**src/common/lnk_macros.svh**
```systemverilog
`ifndef LNK_MACROS_SVH
`define LNK_MACROS_SVH

// ########################################
// packet field widths
// ########################################
`define LNK_CW 32 // command
`define LNK_AW 64 // dst/src address
`define LNK_DW 64 // single-beat data

// ########################################
// group decode
// ########################################
// group field sits in the destination address
`define LNK_GRPOFFSET 24
`define LNK_GRPAW 8
`define LNK_GRPID 8'h5a // this endpoint's group

// ########################################
// register target
// ########################################
`define LNK_NREGS 8 // indexed by dstaddr[5:3]

`endif

```
**src/common/lnk_pkg.sv**
```systemverilog
`default_nettype none

`include "lnk_macros.svh"

package lnk_pkg;

   typedef logic [`LNK_CW-1:0] cmd_t;          // opcode in low byte
   typedef logic [`LNK_AW-1:0] addr_t;
   typedef logic [`LNK_DW-1:0] data_t;
   typedef logic [`LNK_GRPAW-1:0] grp_t;

   // one bit per crossbar port, bit 0 core, bit 1 phy, bit 2 regs
   typedef logic [2:0] port_mask_t;

   typedef enum logic [7:0] {
      READ   = 8'd1,
      WRITE  = 8'd2,
      RDRESP = 8'd3, // read response, carries data
      WRACK  = 8'd4  // write ack, data is zero
   } opcode_e;

   // full single-beat packet, 224 bits
   typedef struct packed {
      cmd_t  cmd;
      addr_t dstaddr;
      addr_t srcaddr;
      data_t data;
   } pkt_t;

   // register responder
   typedef enum logic {
      IDLE, // ready for a request
      RESP  // response pending
   } resp_state_e;

endpackage

`default_nettype wire

```
**src/design/lnk_route_decode.sv**
```systemverilog
`timescale 1ns/1ps
`default_nettype none

`include "lnk_macros.svh"

module lnk_route_decode (
   input  wire logic                devicemode, // 1 = phy side starts accesses
   input  wire lnk_pkg::port_mask_t in_valid,
   input  wire lnk_pkg::pkt_t       in_pkt [3],
   output lnk_pkg::port_mask_t      request [3], // per input, bit per output
   output lnk_pkg::port_mask_t      discard
);

   localparam int CORE = 0;
   localparam int PHY  = 1;
   localparam int REGS = 2;
   localparam lnk_pkg::grp_t GRPID = `LNK_GRPID;

   lnk_pkg::port_mask_t grp_hit; // dst group equals ours

   always_comb begin
      for (int i = 0; i < 3; i++) begin
         grp_hit[i] = (in_pkt[i].dstaddr[`LNK_GRPOFFSET +: `LNK_GRPAW] == GRPID);
      end
   end

   // ########################################
   // mode table
   // ########################################
   always_comb begin
      for (int i = 0; i < 3; i++) begin
         request[i] = '0;
      end
      if (!devicemode) begin
         // host: core initiates
         request[CORE][REGS] = grp_hit[CORE];
         request[CORE][PHY]  = ~grp_hit[CORE];
         request[PHY][CORE]  = ~grp_hit[PHY];  // local group from phy goes nowhere
         request[REGS][CORE] = 1'b1;           // responses back to core
      end else begin
         // device: phy initiates
         request[PHY][REGS]  = grp_hit[PHY];
         request[PHY][CORE]  = ~grp_hit[PHY];
         request[CORE][PHY]  = ~grp_hit[CORE]; // local group from core dropped
         request[REGS][PHY]  = 1'b1;           // responses back to phy
      end
      for (int i = 0; i < 3; i++) begin
         if (!in_valid[i]) request[i] = '0;  // idle input asks nothing
         discard[i] = in_valid[i] & ~(|request[i]); // valid, but no route
      end
   end

endmodule

`default_nettype wire

```
**src/crossbar/lnk_xbar_arb.sv**
```systemverilog
`timescale 1ns/1ps
`default_nettype none

module lnk_xbar_arb (
   input  wire logic                clk,
   input  wire logic                rst_n,
   input  wire lnk_pkg::port_mask_t request,   // bit per input
   input  wire logic                out_ready,
   output lnk_pkg::port_mask_t      grant,     // one-hot or zero
   output logic                     out_valid
);

   lnk_pkg::port_mask_t last;      // previous winner, one-hot
   lnk_pkg::port_mask_t hi_mask;   // inputs above last winner
   lnk_pkg::port_mask_t hi_req;
   lnk_pkg::port_mask_t pick_src;
   lnk_pkg::port_mask_t next_grant;
   logic                hold;

   // granted input still asking for this output
   assign out_valid = |(grant & request);

   // stalled transfer keeps its grant
   assign hold = out_valid & ~out_ready;

   // ########################################
   // round robin pick
   // ########################################
   always_comb begin
      hi_mask  = ~(last | (last - 3'd1)); // zero after reset
      hi_req   = request & hi_mask;
      pick_src = (|hi_req) ? hi_req : request; // wrap around
      next_grant = pick_src & (~pick_src + 3'd1); // lowest set bit
   end

   always_ff @(posedge clk) begin
      if (!rst_n) begin
         grant <= '0;
         last  <= '0;
      end else if (!hold) begin
         grant <= next_grant; // idle or just completed
         if (|next_grant) last <= next_grant;
      end
   end

endmodule

`default_nettype wire

```
**src/crossbar/lnk_xbar.sv**
```systemverilog
`timescale 1ns/1ps
`default_nettype none

module lnk_xbar (
   input  wire logic                clk,
   input  wire logic                rst_n,
   input  wire lnk_pkg::port_mask_t request [3], // per input, bit per output
   input  wire lnk_pkg::port_mask_t discard,
   input  wire lnk_pkg::pkt_t       in_pkt [3],
   output lnk_pkg::port_mask_t      in_ready,
   output lnk_pkg::port_mask_t      out_valid,
   output lnk_pkg::pkt_t            out_pkt [3],
   input  wire lnk_pkg::port_mask_t out_ready
);

   lnk_pkg::port_mask_t out_req [3]; // per output, bit per input
   lnk_pkg::port_mask_t grant   [3]; // per output, one-hot input
   logic                arb_valid [3];

   // ########################################
   // request transpose
   // ########################################
   always_comb begin
      for (int o = 0; o < 3; o++) begin
         for (int i = 0; i < 3; i++) begin
            out_req[o][i] = request[i][o];
         end
      end
   end

   // one arbiter per output
   for (genvar o = 0; o < 3; o++) begin : g_arb
      lnk_xbar_arb u_arb (
         .clk       (clk),
         .rst_n     (rst_n),
         .request   (out_req[o]),
         .out_ready (out_ready[o]),
         .grant     (grant[o]),
         .out_valid (arb_valid[o])
      );
   end

   // ########################################
   // output mux
   // ########################################
   always_comb begin
      for (int o = 0; o < 3; o++) begin
         out_valid[o] = arb_valid[o];
         out_pkt[o]   = '0;
         for (int i = 0; i < 3; i++) begin
            if (grant[o][i]) out_pkt[o] = in_pkt[i]; // grant is one-hot
         end
      end
   end

   // ready back to inputs
   always_comb begin
      for (int i = 0; i < 3; i++) begin
         in_ready[i] = discard[i]; // dropped packets are swallowed
         for (int o = 0; o < 3; o++) begin
            // stale grant to an input now targeting elsewhere gives no ready
            if (grant[o][i] && request[i][o] && out_ready[o]) begin
               in_ready[i] = 1'b1;
            end
         end
      end
   end

endmodule

`default_nettype wire

```
**src/design/lnk_reg_file.sv**
```systemverilog
`timescale 1ns/1ps
`default_nettype none

`include "lnk_macros.svh"

module lnk_reg_file (
   input  wire logic          clk,
   input  wire logic          rst_n,
   input  wire logic          req_valid,
   input  wire lnk_pkg::pkt_t req_pkt,
   output logic               req_ready,
   output logic               resp_valid,
   output lnk_pkg::pkt_t      resp_pkt,
   input  wire logic          resp_ready
);

   localparam int IDXW    = $clog2(`LNK_NREGS);
   localparam int IDX_LSB = 3; // 64-bit registers, dstaddr[5:3]

   lnk_pkg::resp_state_e state;
   lnk_pkg::data_t       regs [`LNK_NREGS];
   logic [IDXW-1:0]      idx;
   lnk_pkg::opcode_e     op;
   logic                 accept;
   logic                 is_write;

   assign req_ready  = (state == lnk_pkg::IDLE);  // one request in flight
   assign resp_valid = (state == lnk_pkg::RESP);
   assign accept     = req_valid & req_ready;

   // ########################################
   // request decode
   // ########################################
   assign idx = req_pkt.dstaddr[IDX_LSB +: IDXW];
   assign op  = lnk_pkg::opcode_e'(req_pkt.cmd[7:0]);

   always_comb begin
      case (op)
         lnk_pkg::WRITE: is_write = 1'b1;
         lnk_pkg::READ:  is_write = 1'b0;
         default:        is_write = 1'b0; // unknown ops answer as reads
      endcase
   end

   // state and register storage
   always_ff @(posedge clk) begin
      if (!rst_n) begin
         state <= lnk_pkg::IDLE;
         for (int r = 0; r < `LNK_NREGS; r++) begin
            regs[r] <= '0;
         end
      end else begin
         case (state)
            lnk_pkg::IDLE: begin
               if (accept) state <= lnk_pkg::RESP;
               if (accept && is_write) regs[idx] <= req_pkt.data;
            end
            lnk_pkg::RESP: begin
               if (resp_ready) state <= lnk_pkg::IDLE; // response taken
            end
            default: state <= lnk_pkg::IDLE;
         endcase
      end
   end

   // ########################################
   // response packet
   // ########################################
   always_ff @(posedge clk) begin
      if (accept) begin
         resp_pkt.dstaddr <= req_pkt.srcaddr; // back to requester
         resp_pkt.srcaddr <= req_pkt.dstaddr;
         if (is_write) begin
            resp_pkt.cmd  <= lnk_pkg::cmd_t'(lnk_pkg::WRACK);
            resp_pkt.data <= '0;
         end else begin
            resp_pkt.cmd  <= lnk_pkg::cmd_t'(lnk_pkg::RDRESP);
            resp_pkt.data <= regs[idx]; // value before this cycle
         end
      end
   end

endmodule

`default_nettype wire

```
**src/design/lnk_top.sv**
```systemverilog
`timescale 1ns/1ps
`default_nettype none

module lnk_top (
   input  wire logic          clk,
   input  wire logic          rst_n,
   input  wire logic          devicemode, // 0 host, 1 device
   // core side
   input  wire logic          core_in_valid,
   input  wire lnk_pkg::pkt_t core_in_pkt,
   output logic               core_in_ready,
   output logic               core_out_valid,
   output lnk_pkg::pkt_t      core_out_pkt,
   input  wire logic          core_out_ready,
   // phy side
   input  wire logic          phy_in_valid,
   input  wire lnk_pkg::pkt_t phy_in_pkt,
   output logic               phy_in_ready,
   output logic               phy_out_valid,
   output lnk_pkg::pkt_t      phy_out_pkt,
   input  wire logic          phy_out_ready
);

   // crossbar side, index 0 core, 1 phy, 2 regs
   lnk_pkg::port_mask_t in_valid, in_ready, out_valid, out_ready, discard;
   lnk_pkg::pkt_t       in_pkt [3];
   lnk_pkg::pkt_t       out_pkt [3];
   lnk_pkg::port_mask_t request [3];
   // register target link
   logic                regs_req_ready, regs_resp_valid;
   lnk_pkg::pkt_t       regs_resp_pkt;

   assign in_valid  = {regs_resp_valid, phy_in_valid, core_in_valid};
   assign in_pkt[0] = core_in_pkt;
   assign in_pkt[1] = phy_in_pkt;
   assign in_pkt[2] = regs_resp_pkt;
   assign out_ready = {regs_req_ready, phy_out_ready, core_out_ready};

   assign core_in_ready  = in_ready[0];
   assign phy_in_ready   = in_ready[1];
   assign core_out_valid = out_valid[0];
   assign core_out_pkt   = out_pkt[0];
   assign phy_out_valid  = out_valid[1];
   assign phy_out_pkt    = out_pkt[1];

   lnk_route_decode u_decode (
      .devicemode (devicemode),
      .in_valid   (in_valid),
      .in_pkt     (in_pkt),
      .request    (request),
      .discard    (discard)
   );

   lnk_xbar u_xbar (
      .clk       (clk),
      .rst_n     (rst_n),
      .request   (request),
      .discard   (discard),
      .in_pkt    (in_pkt),
      .in_ready  (in_ready),
      .out_valid (out_valid),
      .out_pkt   (out_pkt),
      .out_ready (out_ready)
   );

   lnk_reg_file u_regs (
      .clk        (clk),
      .rst_n      (rst_n),
      .req_valid  (out_valid[2]),
      .req_pkt    (out_pkt[2]),
      .req_ready  (regs_req_ready),
      .resp_valid (regs_resp_valid),
      .resp_pkt   (regs_resp_pkt),
      .resp_ready (in_ready[2])
   );

endmodule

`default_nettype wire

```
**config.mk**
```make
export PLATFORM = sky130hd
export DESIGN_NAME = lnk_top
export DESIGN_NICKNAME = d
export VERILOG_FILES = /design/src/common/lnk_pkg.sv /design/src/design/lnk_route_decode.sv /design/src/crossbar/lnk_xbar_arb.sv /design/src/crossbar/lnk_xbar.sv /design/src/design/lnk_reg_file.sv /design/src/design/lnk_top.sv
export VERILOG_INCLUDE_DIRS = /design/src /design/src/common
export SDC_FILE = /design/constraint.sdc
export NUM_CORES = 1
export LEC_CHECK = 0
export ABC_AREA = 1
export ABC_CLOCK_PERIOD_IN_PS = 7300
export BUFFER_PORTS_ARGS = -buffer_cell sky130_fd_sc_hd__buf_4
export CAP_MARGIN = 10
export CORE_ASPECT_RATIO = 1.2
export CORE_MARGIN = 4
export CORE_UTILIZATION = 30
export CTS_CLUSTER_DIAMETER = 30
export DETAILED_ROUTE_END_ITERATION = 6
export GPL_TIMING_DRIVEN = 0
export MAX_ROUTING_LAYER = met4
export PLACE_DENSITY_LB_ADDON = 0.12
export SLEW_MARGIN = 20
export SYNTH_ARGS = -nofsm -noshare
export SYNTH_HDL_FRONTEND = slang
export SYNTH_SLANG_ARGS = --single-unit
```
**constraint.sdc**
```tcl
create_clock -name clk -period 7.3 [get_ports clk]
set_input_delay 0.365 -clock clk [delete_from_list [all_inputs] [get_ports clk]]
set_output_delay 0.365 -clock clk [all_outputs]
set_load 0.02 [all_outputs]
```
==> impl_metrics.xml, run 1 <==
<?xml version="1.0" encoding="UTF-8"?>
<metrics>
  <group name="routing">
    <metric name="drc" unit="">0</metric>
    <metric name="finalWirelength" unit="um">242500</metric>
    <metric name="dr.pass1.iters" unit="">6</metric>
    <metric name="detail_route.wl_per_cell" unit="um">30.02</metric>
    <metric name="drt.antenna.violating_nets" unit="">0</metric>
    <metric name="detail_route.vias_per_cell" unit="">5.026</metric>
    <metric name="vias" unit="">40600</metric>
    <metric name="number_of_violations_reported_at_the_end_of_detailed_routing_iteration_0" unit="">4017</metric>
  </group>
  <group name="clock_network">
    <metric name="post_cts_resized" unit="">0</metric>
    <metric name="cts_tree" unit="">done</metric>
    <metric name="post_cts_setup_buffer_count" unit="">0</metric>
    <metric name="root_buffer" unit="">sky130_fd_sc_hd__clkbuf_16</metric>
    <metric name="cts_made_buffers" unit="">177</metric>
    <metric name="clkTransAtPathRegs" unit="ps">40</metric>
    <metric name="clkLatencyLatePin" unit="ps">800</metric>
    <metric name="tritoncts_num_sinks" unit="">717</metric>
    <metric name="cts_max_level" unit="">4</metric>
    <metric name="cts_hold_buf" unit="">222</metric>
    <metric name="cts_buffer_depth" unit="">3</metric>
  </group>
  <group name="global_routing">
    <metric name="grt_remaining_overflow" unit="">0</metric>
    <metric name="initial_antenna_violation_count" unit="">34</metric>
    <metric name="grt.total_usage" unit="">0.3394</metric>
    <metric name="grt_pass1_wl" unit="um">319500</metric>
    <metric name="largest_net_degree_at_the_start_of_global_routing" unit="">38</metric>
    <metric name="via_count_of_the_first_global_routing_pass" unit="">39750</metric>
  </group>
  <group name="synthesis">
    <metric name="postSynthRegisterBits" unit="">717</metric>
    <metric name="synthesis.area_per_instance" unit="um2">8.504</metric>
    <metric name="synthCells" unit="">4774</metric>
    <metric name="synth_seq_area_share" unit="">0.5276</metric>
    <metric name="ys_dominant_reg_cell" unit="">sky130_fd_sc_hd__edfxtp_1</metric>
    <metric name="syn_area" unit="um2">40600</metric>
    <metric name="number_of_flops_mapped_to_enable_cells_by_yosys" unit="">706</metric>
    <metric name="fraction_of_registers_with_async_set_or_reset_after_synthesis" unit="">0</metric>
    <metric name="syn_nets" unit="">5229</metric>
    <metric name="synth_warnings" unit="">0</metric>
    <metric name="ys_types" unit="">26</metric>
  </group>
  <group name="cells_and_area">
    <metric name="layout.nets" unit="">6568</metric>
    <metric name="num-fill-cells" unit="">13570</metric>
    <metric name="multi_input_area" unit="um2">12410</metric>
    <metric name="sequential_cell_area" unit="um2">21420</metric>
    <metric name="layout-area-overhead-vs-synth" unit="%">43.81</metric>
    <metric name="drive_above_1_share" unit="">0.2937</metric>
    <metric name="stdcell_area" unit="um2">58390</metric>
  </group>
  <group name="place">
    <metric name="place_hpwl" unit="um">182400</metric>
    <metric name="place_ws" unit="ps">3073</metric>
    <metric name="postPlaceCellArea" unit="um2">50380</metric>
    <metric name="port-buffer-count" unit="">905</metric>
    <metric name="gp_routability_congestion" unit="">0.9895</metric>
  </group>
  <group name="worst_hold_path">
    <metric name="min_path_cells" unit="">3</metric>
    <metric name="hold_path_end" unit="">u_regs.resp_pkt[133]</metric>
    <metric name="hp-class" unit="">in2reg</metric>
    <metric name="hp-start" unit="">phy_in_pkt[69]</metric>
  </group>
  <group name="power">
    <metric name="power_density" unit="nW/um2">229.9</metric>
    <metric name="peakVddDrop" unit="mV">0.2082</metric>
    <metric name="total_leakage_power" unit="nW">27.14</metric>
  </group>
  <group name="timing">
    <metric name="timing_max_transition_violations_final" unit="">0</metric>
    <metric name="final-setup-viol-count" unit="">0</metric>
    <metric name="setup_total_negative_slack" unit="ps">0</metric>
    <metric name="max_freq" unit="MHz">200.2</metric>
    <metric name="final_hold_viol_count" unit="">0</metric>
    <metric name="min_period" unit="ps">4996</metric>
    <metric name="slew_at_the_pin_with_the_worst_max_slew_slack" unit="ps">1227</metric>
    <metric name="worst_clock_skew" unit="ps">36.68</metric>
    <metric name="layout_worst_path_cycle_share" unit="">0.6844</metric>
    <metric name="fin_ws" unit="ps">2304</metric>
    <metric name="unrepaired_setup_endpoints_after_global_routing" unit="">false</metric>
    <metric name="max-slew-margin-rel" unit="">0.1820</metric>
    <metric name="fin_worst_hold_slack" unit="ps">57.17</metric>
  </group>
  <group name="floorplan">
    <metric name="chipHeight" unit="um">411.0</metric>
    <metric name="start_util" unit="">0.3028</metric>
    <metric name="core_area" unit="um2">134100</metric>
    <metric name="placementRows" unit="">147</metric>
    <metric name="ios" unit="">907</metric>
    <metric name="fp.dieW" unit="um">343.8</metric>
    <metric name="die_area" unit="um2">141300</metric>
  </group>
  <group name="worst_setup_path">
    <metric name="setup.worst_path.start_class" unit="">register</metric>
    <metric name="critical_path.max_stage_delay" unit="ps">680</metric>
    <metric name="worst_r2r_path_depth" unit="">10</metric>
    <metric name="crit-reg2reg-capture" unit="">u_regs.resp_pkt[12]</metric>
    <metric name="path_class" unit="">reg2out</metric>
    <metric name="cp_num_buf_inv" unit="">6</metric>
    <metric name="end_kind" unit="">primary output</metric>
    <metric name="crit_chain" unit="">clkbuf_1, inv_2, nand2_1, clkbuf_1, buf_1, o22ai_1, buf_4, buf_4</metric>
    <metric name="crit_arrival" unit="ps">4630</metric>
    <metric name="cp_slowest_cell" unit="">sky130_fd_sc_hd__clkbuf_1</metric>
    <metric name="r2r_slack" unit="ps">3780</metric>
    <metric name="critical-path-top-delay-family" unit="">buffers and inverters</metric>
    <metric name="r2r_start" unit="">u_xbar.g_arb[2].u_arb.grant[1]</metric>
    <metric name="critical_path_required" unit="ps">6930</metric>
    <metric name="crit_fanout" unit="">10</metric>
  </group>
  <group name="flow_run">
    <metric name="cap_viol_max_count" unit="">0</metric>
  </group>
  <group name="run_status">
    <metric name="run_status" unit="">finished clean</metric>
  </group>
</metrics>
## cell usage after synthesis (64+ instances only)
master | number | area, um2
sky130_fd_sc_hd__a21oi_1 | 74 | 370.4
sky130_fd_sc_hd__a22oi_1 | 64 | 480.5
sky130_fd_sc_hd__buf_2 | 87 | 435.4
sky130_fd_sc_hd__buf_4 | 458 | 3438
sky130_fd_sc_hd__clkbuf_1 | 152 | 570.6
sky130_fd_sc_hd__edfxtp_1 | 706 | 21200
sky130_fd_sc_hd__inv_1 | 477 | 1790
sky130_fd_sc_hd__nand2_1 | 1389 | 5214
sky130_fd_sc_hd__nand3_1 | 146 | 730.7
sky130_fd_sc_hd__nor2_1 | 585 | 2196
sky130_fd_sc_hd__o21ai_0 | 135 | 675.7
sky130_fd_sc_hd__o22ai_1 | 382 | 2390
## flip-flops by register name (all words and copies together), names as in the netlist
name	count
u_regs.regs	512
u_regs.resp_pkt	194
u_regs.resp_valid	1
u_xbar.g_arb.u_arb.grant	6
u_xbar.g_arb.u_arb.last	4
## layout by cell type (no fill, tap or decap), drive strengths merged, types with 13 or more instances in the layout
master	netlist	routed
edfxtp	706	706
o21ai	135	135
buf	617	1554
clkinv	0	93
dlygate4sd3	0	222
nand2	1391	1391
diode	0	31
nor2	587	587
clkbuf	152	359
bufinv	0	13
nand3	147	147
inv	483	487
o22ai	384	384
a22oi	64	64
a21oi	75	75
## worst reg2reg max path, stage by stage, from the launching register on
cell and delay, ps:
sky130_fd_sc_hd__dfxtp_1 300, sky130_fd_sc_hd__buf_2 190, sky130_fd_sc_hd__inv_2 70, sky130_fd_sc_hd__nand2_2 90, sky130_fd_sc_hd__buf_2 340, sky130_fd_sc_hd__o22ai_4 250
sky130_fd_sc_hd__inv_2 150, sky130_fd_sc_hd__buf_2 420, sky130_fd_sc_hd__buf_1 690, sky130_fd_sc_hd__nand2_1 150, sky130_fd_sc_hd__a21oi_1 570
## stage by stage
stage	total power [W]	instances	util
3_5_place_dp	0.005935	7499	0.3757
2_1_floorplan	0.005263	4774	-
6_report	0.01342	8077	0.4354
4_1_cts	0.01346	8045	0.4348
3_3_place_gp	0.005930	7467	0.3702
5_1_grt	0.01375	8072	0.4354
## per-layer routing
metal  routed length, um  GRT usage  vias to the layer above
met5                   0          -                        -
met4               16500     0.2024                        0
met3               22760    0.08841                      500
met2              115000     0.5498                     2161
met1               88260     0.3762                    19920
li1                    -          -                    18010
## cell type report
cell class                 count  area share
clock inverter               118     0.01984
timing repair buffer        1160      0.1659
sequential                   717      0.3669
tap                         1788     0.03832
antenna                       31    0.001329
buffer                       769     0.08634
clock buffer                 206     0.07773
multi-input combinational   2805      0.2126
inverter                     483     0.03105
## worst max-delay path by stage
stage                                         from                  to  slack (ps)  cells after the start
floorplan                          phy_in_pkt[154]   u_regs.regs[0][0]         600                      9
global placement                   phy_in_pkt[153]  u_regs.regs[0][41]       -4510                     11
detailed placement  u_xbar.g_arb[1].u_arb.grant[2]    phy_out_pkt[164]        3070                      8
CTS                 u_xbar.g_arb[1].u_arb.grant[2]    phy_out_pkt[164]        2210                      8
global route        u_xbar.g_arb[1].u_arb.grant[2]    phy_out_pkt[164]        2180                      8
finish              u_xbar.g_arb[1].u_arb.grant[2]    phy_out_pkt[164]        2300                      8
## report_power, final
group          leakage [nW]  internal [W]  switching (W)
Clock                  2.77       0.00488        0.00260
Sequential             6.91       0.00462      0.0000290
Combinational          17.5      0.000556       0.000728
## cell families after synthesis
kind of cell | share of synthesized area
AO/OA/AOI/OAI | 0.09849
buffers and inverters | 0.1682
flip-flops | 0.5276
AND/OR/NAND/NOR | 0.2057
No activity file was read; power rests on OpenSTA's default activity.
==> inputs of run 2 (changes only) <==
- ABC_CLOCK_PERIOD_IN_PS: 7300 -> 5120
- clock period: 7.3 -> 5.12 ns (I/O delays scaled with it)
==> run 2 against run 1 <==
The flow now finishes with violations (DRC, hold timing); wire length is 0.64% lower; highest routed layer unchanged; clock power rose by 55%; first-iteration DRC count fell by 5.0%; combinational power increased by 41%.
==> impl_metrics.xml, run 2 (synthesis gave the netlist of run 1 again) <==
<?xml version="1.0" encoding="UTF-8"?>
<metrics>
  <group name="routing">
    <metric name="vias" unit="">40970</metric>
    <metric name="number_of_violations_reported_at_the_end_of_detailed_routing_iteration_0" unit="">3817</metric>
    <metric name="drc" unit="">1</metric>
    <metric name="finalWirelength" unit="um">240900</metric>
    <metric name="dr.pass1.iters" unit="">7</metric>
    <metric name="drt.antenna.violating_nets" unit="">0</metric>
    <metric name="detail_route.wl_per_cell" unit="um">29.67</metric>
    <metric name="detail_route.vias_per_cell" unit="">5.047</metric>
  </group>
  <group name="global_routing">
    <metric name="largest_net_degree_at_the_start_of_global_routing" unit="">65</metric>
    <metric name="grt_remaining_overflow" unit="">0</metric>
    <metric name="grt_pass1_wl" unit="um">320000</metric>
    <metric name="initial_antenna_violation_count" unit="">35</metric>
    <metric name="via_count_of_the_first_global_routing_pass" unit="">40250</metric>
    <metric name="grt.total_usage" unit="">0.3379</metric>
  </group>
  <group name="place">
    <metric name="gp_routability_congestion" unit="">1.025</metric>
    <metric name="place_hpwl" unit="um">178300</metric>
    <metric name="postPlaceCellArea" unit="um2">50160</metric>
    <metric name="port-buffer-count" unit="">905</metric>
  </group>
  <group name="clock_network">
    <metric name="root_buffer" unit="">sky130_fd_sc_hd__clkbuf_16</metric>
    <metric name="clkTransAtPathRegs" unit="ps">40</metric>
    <metric name="cts_buffer_depth" unit="">3</metric>
    <metric name="post_cts_resized" unit="">0</metric>
    <metric name="cts_made_buffers" unit="">182</metric>
    <metric name="tritoncts_num_sinks" unit="">717</metric>
    <metric name="cts_tree" unit="">done</metric>
    <metric name="clkLatencyLatePin" unit="ps">800</metric>
    <metric name="cts_max_level" unit="">4</metric>
  </group>
  <group name="timing">
    <metric name="final_hold_viol_count" unit="">1</metric>
    <metric name="layout_worst_path_cycle_share" unit="">0.9289</metric>
    <metric name="unrepaired_setup_endpoints_after_global_routing" unit="">false</metric>
    <metric name="min_period" unit="ps">4756</metric>
    <metric name="max-slew-margin-rel" unit="">0.1400</metric>
    <metric name="timing_max_transition_violations_final" unit="">0</metric>
    <metric name="final-setup-viol-count" unit="">0</metric>
    <metric name="worst_clock_skew" unit="ps">37.39</metric>
    <metric name="fin_worst_hold_slack" unit="ps">-35.63</metric>
    <metric name="max_freq" unit="MHz">210.3</metric>
    <metric name="slew_at_the_pin_with_the_worst_max_slew_slack" unit="ps">1290</metric>
  </group>
  <group name="floorplan">
    <metric name="fp.dieW" unit="um">343.8</metric>
    <metric name="ios" unit="">907</metric>
    <metric name="chipHeight" unit="um">411.0</metric>
    <metric name="start_util" unit="">0.3028</metric>
    <metric name="core_area" unit="um2">134100</metric>
    <metric name="placementRows" unit="">147</metric>
    <metric name="die_area" unit="um2">141300</metric>
  </group>
  <group name="cells_and_area">
    <metric name="registers.top_by_ff_count" unit="">u_regs.regs</metric>
    <metric name="layout.nets" unit="">6603</metric>
    <metric name="final_common_cell" unit="">sky130_fd_sc_hd__nand2_1</metric>
    <metric name="num-fill-cells" unit="">13570</metric>
    <metric name="layout-area-overhead-vs-synth" unit="%">45.47</metric>
    <metric name="reg.largest.list" unit="">u_regs.regs: 512 flops, u_regs.resp_pkt: 194 flops, u_xbar.g_arb.u_arb.grant: 6 flops</metric>
    <metric name="drive_above_1_share" unit="">0.2922</metric>
    <metric name="stdcell_area" unit="um2">59060</metric>
    <metric name="highest_count_cells_in_the_layout_ignoring_fill_and_taps" unit="">1380 x sky130_fd_sc_hd__nand2_1, 1368 x sky130_fd_sc_hd__buf_4, 706 x sky130_fd_sc_hd__edfxtp_1</metric>
    <metric name="largest_reg_flops" unit="">512</metric>
  </group>
  <group name="power">
    <metric name="switching_power" unit="W">0.004839</metric>
    <metric name="power.clock.fraction" unit="">0.578</metric>
    <metric name="peakVddDrop" unit="mV">0.3355</metric>
    <metric name="netSwitchingFraction" unit="">0.2420</metric>
    <metric name="combinationalPowerShare" unit="">0.091</metric>
    <metric name="power_density" unit="nW/um2">338.5</metric>
    <metric name="total_leakage_power" unit="nW">27.45</metric>
    <metric name="p_seq_frac" unit="">0.332</metric>
    <metric name="internal_power" unit="W">0.01515</metric>
  </group>
  <group name="worst_setup_path">
    <metric name="worst_r2r_path_depth" unit="">9</metric>
    <metric name="r2r_start" unit="">u_xbar.g_arb[2].u_arb.grant[1]</metric>
    <metric name="path_class" unit="">reg2out</metric>
    <metric name="crit_fanout" unit="">10</metric>
    <metric name="cpMostUsedCell" unit="">sky130_fd_sc_hd__clkbuf_1</metric>
    <metric name="r2r_slack" unit="ps">1030</metric>
    <metric name="end_kind" unit="">primary output</metric>
    <metric name="worst_setup_path_startpoint" unit="">u_xbar.g_arb[1].u_arb.grant[2]</metric>
    <metric name="crit_arrival" unit="ps">4500</metric>
    <metric name="critical_path.max_stage_delay" unit="ps">830</metric>
    <metric name="cp_slowest_cell" unit="">sky130_fd_sc_hd__clkbuf_1</metric>
    <metric name="crit_chain" unit="">clkbuf_1, inv_2, nand2_1, clkbuf_1, clkbuf_1, o22ai_1, buf_4, buf_4</metric>
    <metric name="critical_path_required" unit="ps">4860</metric>
    <metric name="crit-reg2reg-capture" unit="">u_regs.resp_pkt[56]</metric>
    <metric name="setup.worst_path.start_class" unit="">register</metric>
  </group>
  <group name="worst_hold_path">
    <metric name="hp-start" unit="">phy_in_pkt[41]</metric>
    <metric name="hold_path_end" unit="">u_regs.regs[7][41]</metric>
    <metric name="hp-class" unit="">in2reg</metric>
    <metric name="min_path_cells" unit="">3</metric>
  </group>
  <group name="run_status">
    <metric name="violations" unit="">DRC, hold timing</metric>
    <metric name="run_status" unit="">finished, violations left</metric>
  </group>
  <group name="flow_run">
    <metric name="cap_viol_max_count" unit="">0</metric>
  </group>
</metrics>
==> run 2: cell count changes in the layout (fill, tap and decap cells not counted), sizes merged <==
cell,delta
buf,-12
bufinv,+11
clkbuf,+16
clkinv,-23
clkinvlp,+4
diode,-3
dlygate4sd3,+41
inv,+8
==> run 2: cell type report <==
type                       instances  area (um2)  share of cell area
inverter                         483        1813             0.03070
antenna                           28       70.07            0.001186
clock inverter                   118        1410             0.02388
buffer                           769        5046             0.08544
timing repair buffer            1190        9824              0.1663
multi-input combinational       2805       12500              0.2116
sequential                       717       21420              0.3627
clock buffer                     221        4743             0.08031
tap                             1788        2237             0.03788
==> run 2: metal layers <==
| layer | global-route usage | routed length [um] | vias up |
|---|---|---|---|
| met1 | 0.3715 | 86330 | 20090 |
| met4 | 0.2122 | 16700 | 0 |
| li1 | - | - | 18110 |
| met5 | - | 0 | - |
| met3 | 0.08430 | 22400 | 554 |
| met2 | 0.5486 | 115500 | 2214 |
==> run 2: how the worst max path moves through the flow <==
stage	slack, ps	endpoint
after floorplan	-480	u_regs.regs[1][0]
after CTS	150	phy_out_pkt[146]
final	360	phy_out_pkt[147]
after global placement	-4190	u_regs.regs[1][42]
after global routing	150	phy_out_pkt[147]
after detailed placement	1000	phy_out_pkt[146]
==> run 2: stage by stage <==
stage / power (W) / instances / util / setup TNS (ps) / worst slack, ps
finish: 0.01999 / 8119 / 0.4405 / 0 / 364.2
global route: 0.02046 / 8116 / 0.4404 / 0 / 154.8
CTS: 0.02003 / 8083 / 0.4395 / 0 / 150.9
detailed placement: 0.008430 / 7483 / 0.3741 / 0 / 995.4
global placement: 0.008425 / 7467 / 0.3708 / -4063320 / -4194
floorplan: 0.007500 / 4774 / - / -237170 / -476.6
==> run 2: timing repair <==
action | 4_1_cts | 5_1_grt
hold buffers | 261 | 2
setup buffers | 0 | 0
hold endpoints to repair | 154 | 2
==> run 2: worst max-delay path, delay by kind of cell (launching register included) <==
family,cells,cell delay (ps)
flip-flops,1,300
AND/OR/NAND/NOR,1,510
AO/OA/AOI/OAI,1,330
buffers and inverters,6,2560
==> run 2: power groups by stage <==
stage | Sequential [W] | Clock [W] | Combinational (W)
after detailed placement | 0.00673 | 0 | 0.00170
after CTS | 0.00663 | 0.0116 | 0.00180
final | 0.00663 | 0.0116 | 0.00181
after global routing | 0.00664 | 0.0119 | 0.00190
after global placement | 0.00673 | 0 | 0.00169
after floorplan | 0.00672 | 0 | 0.000780
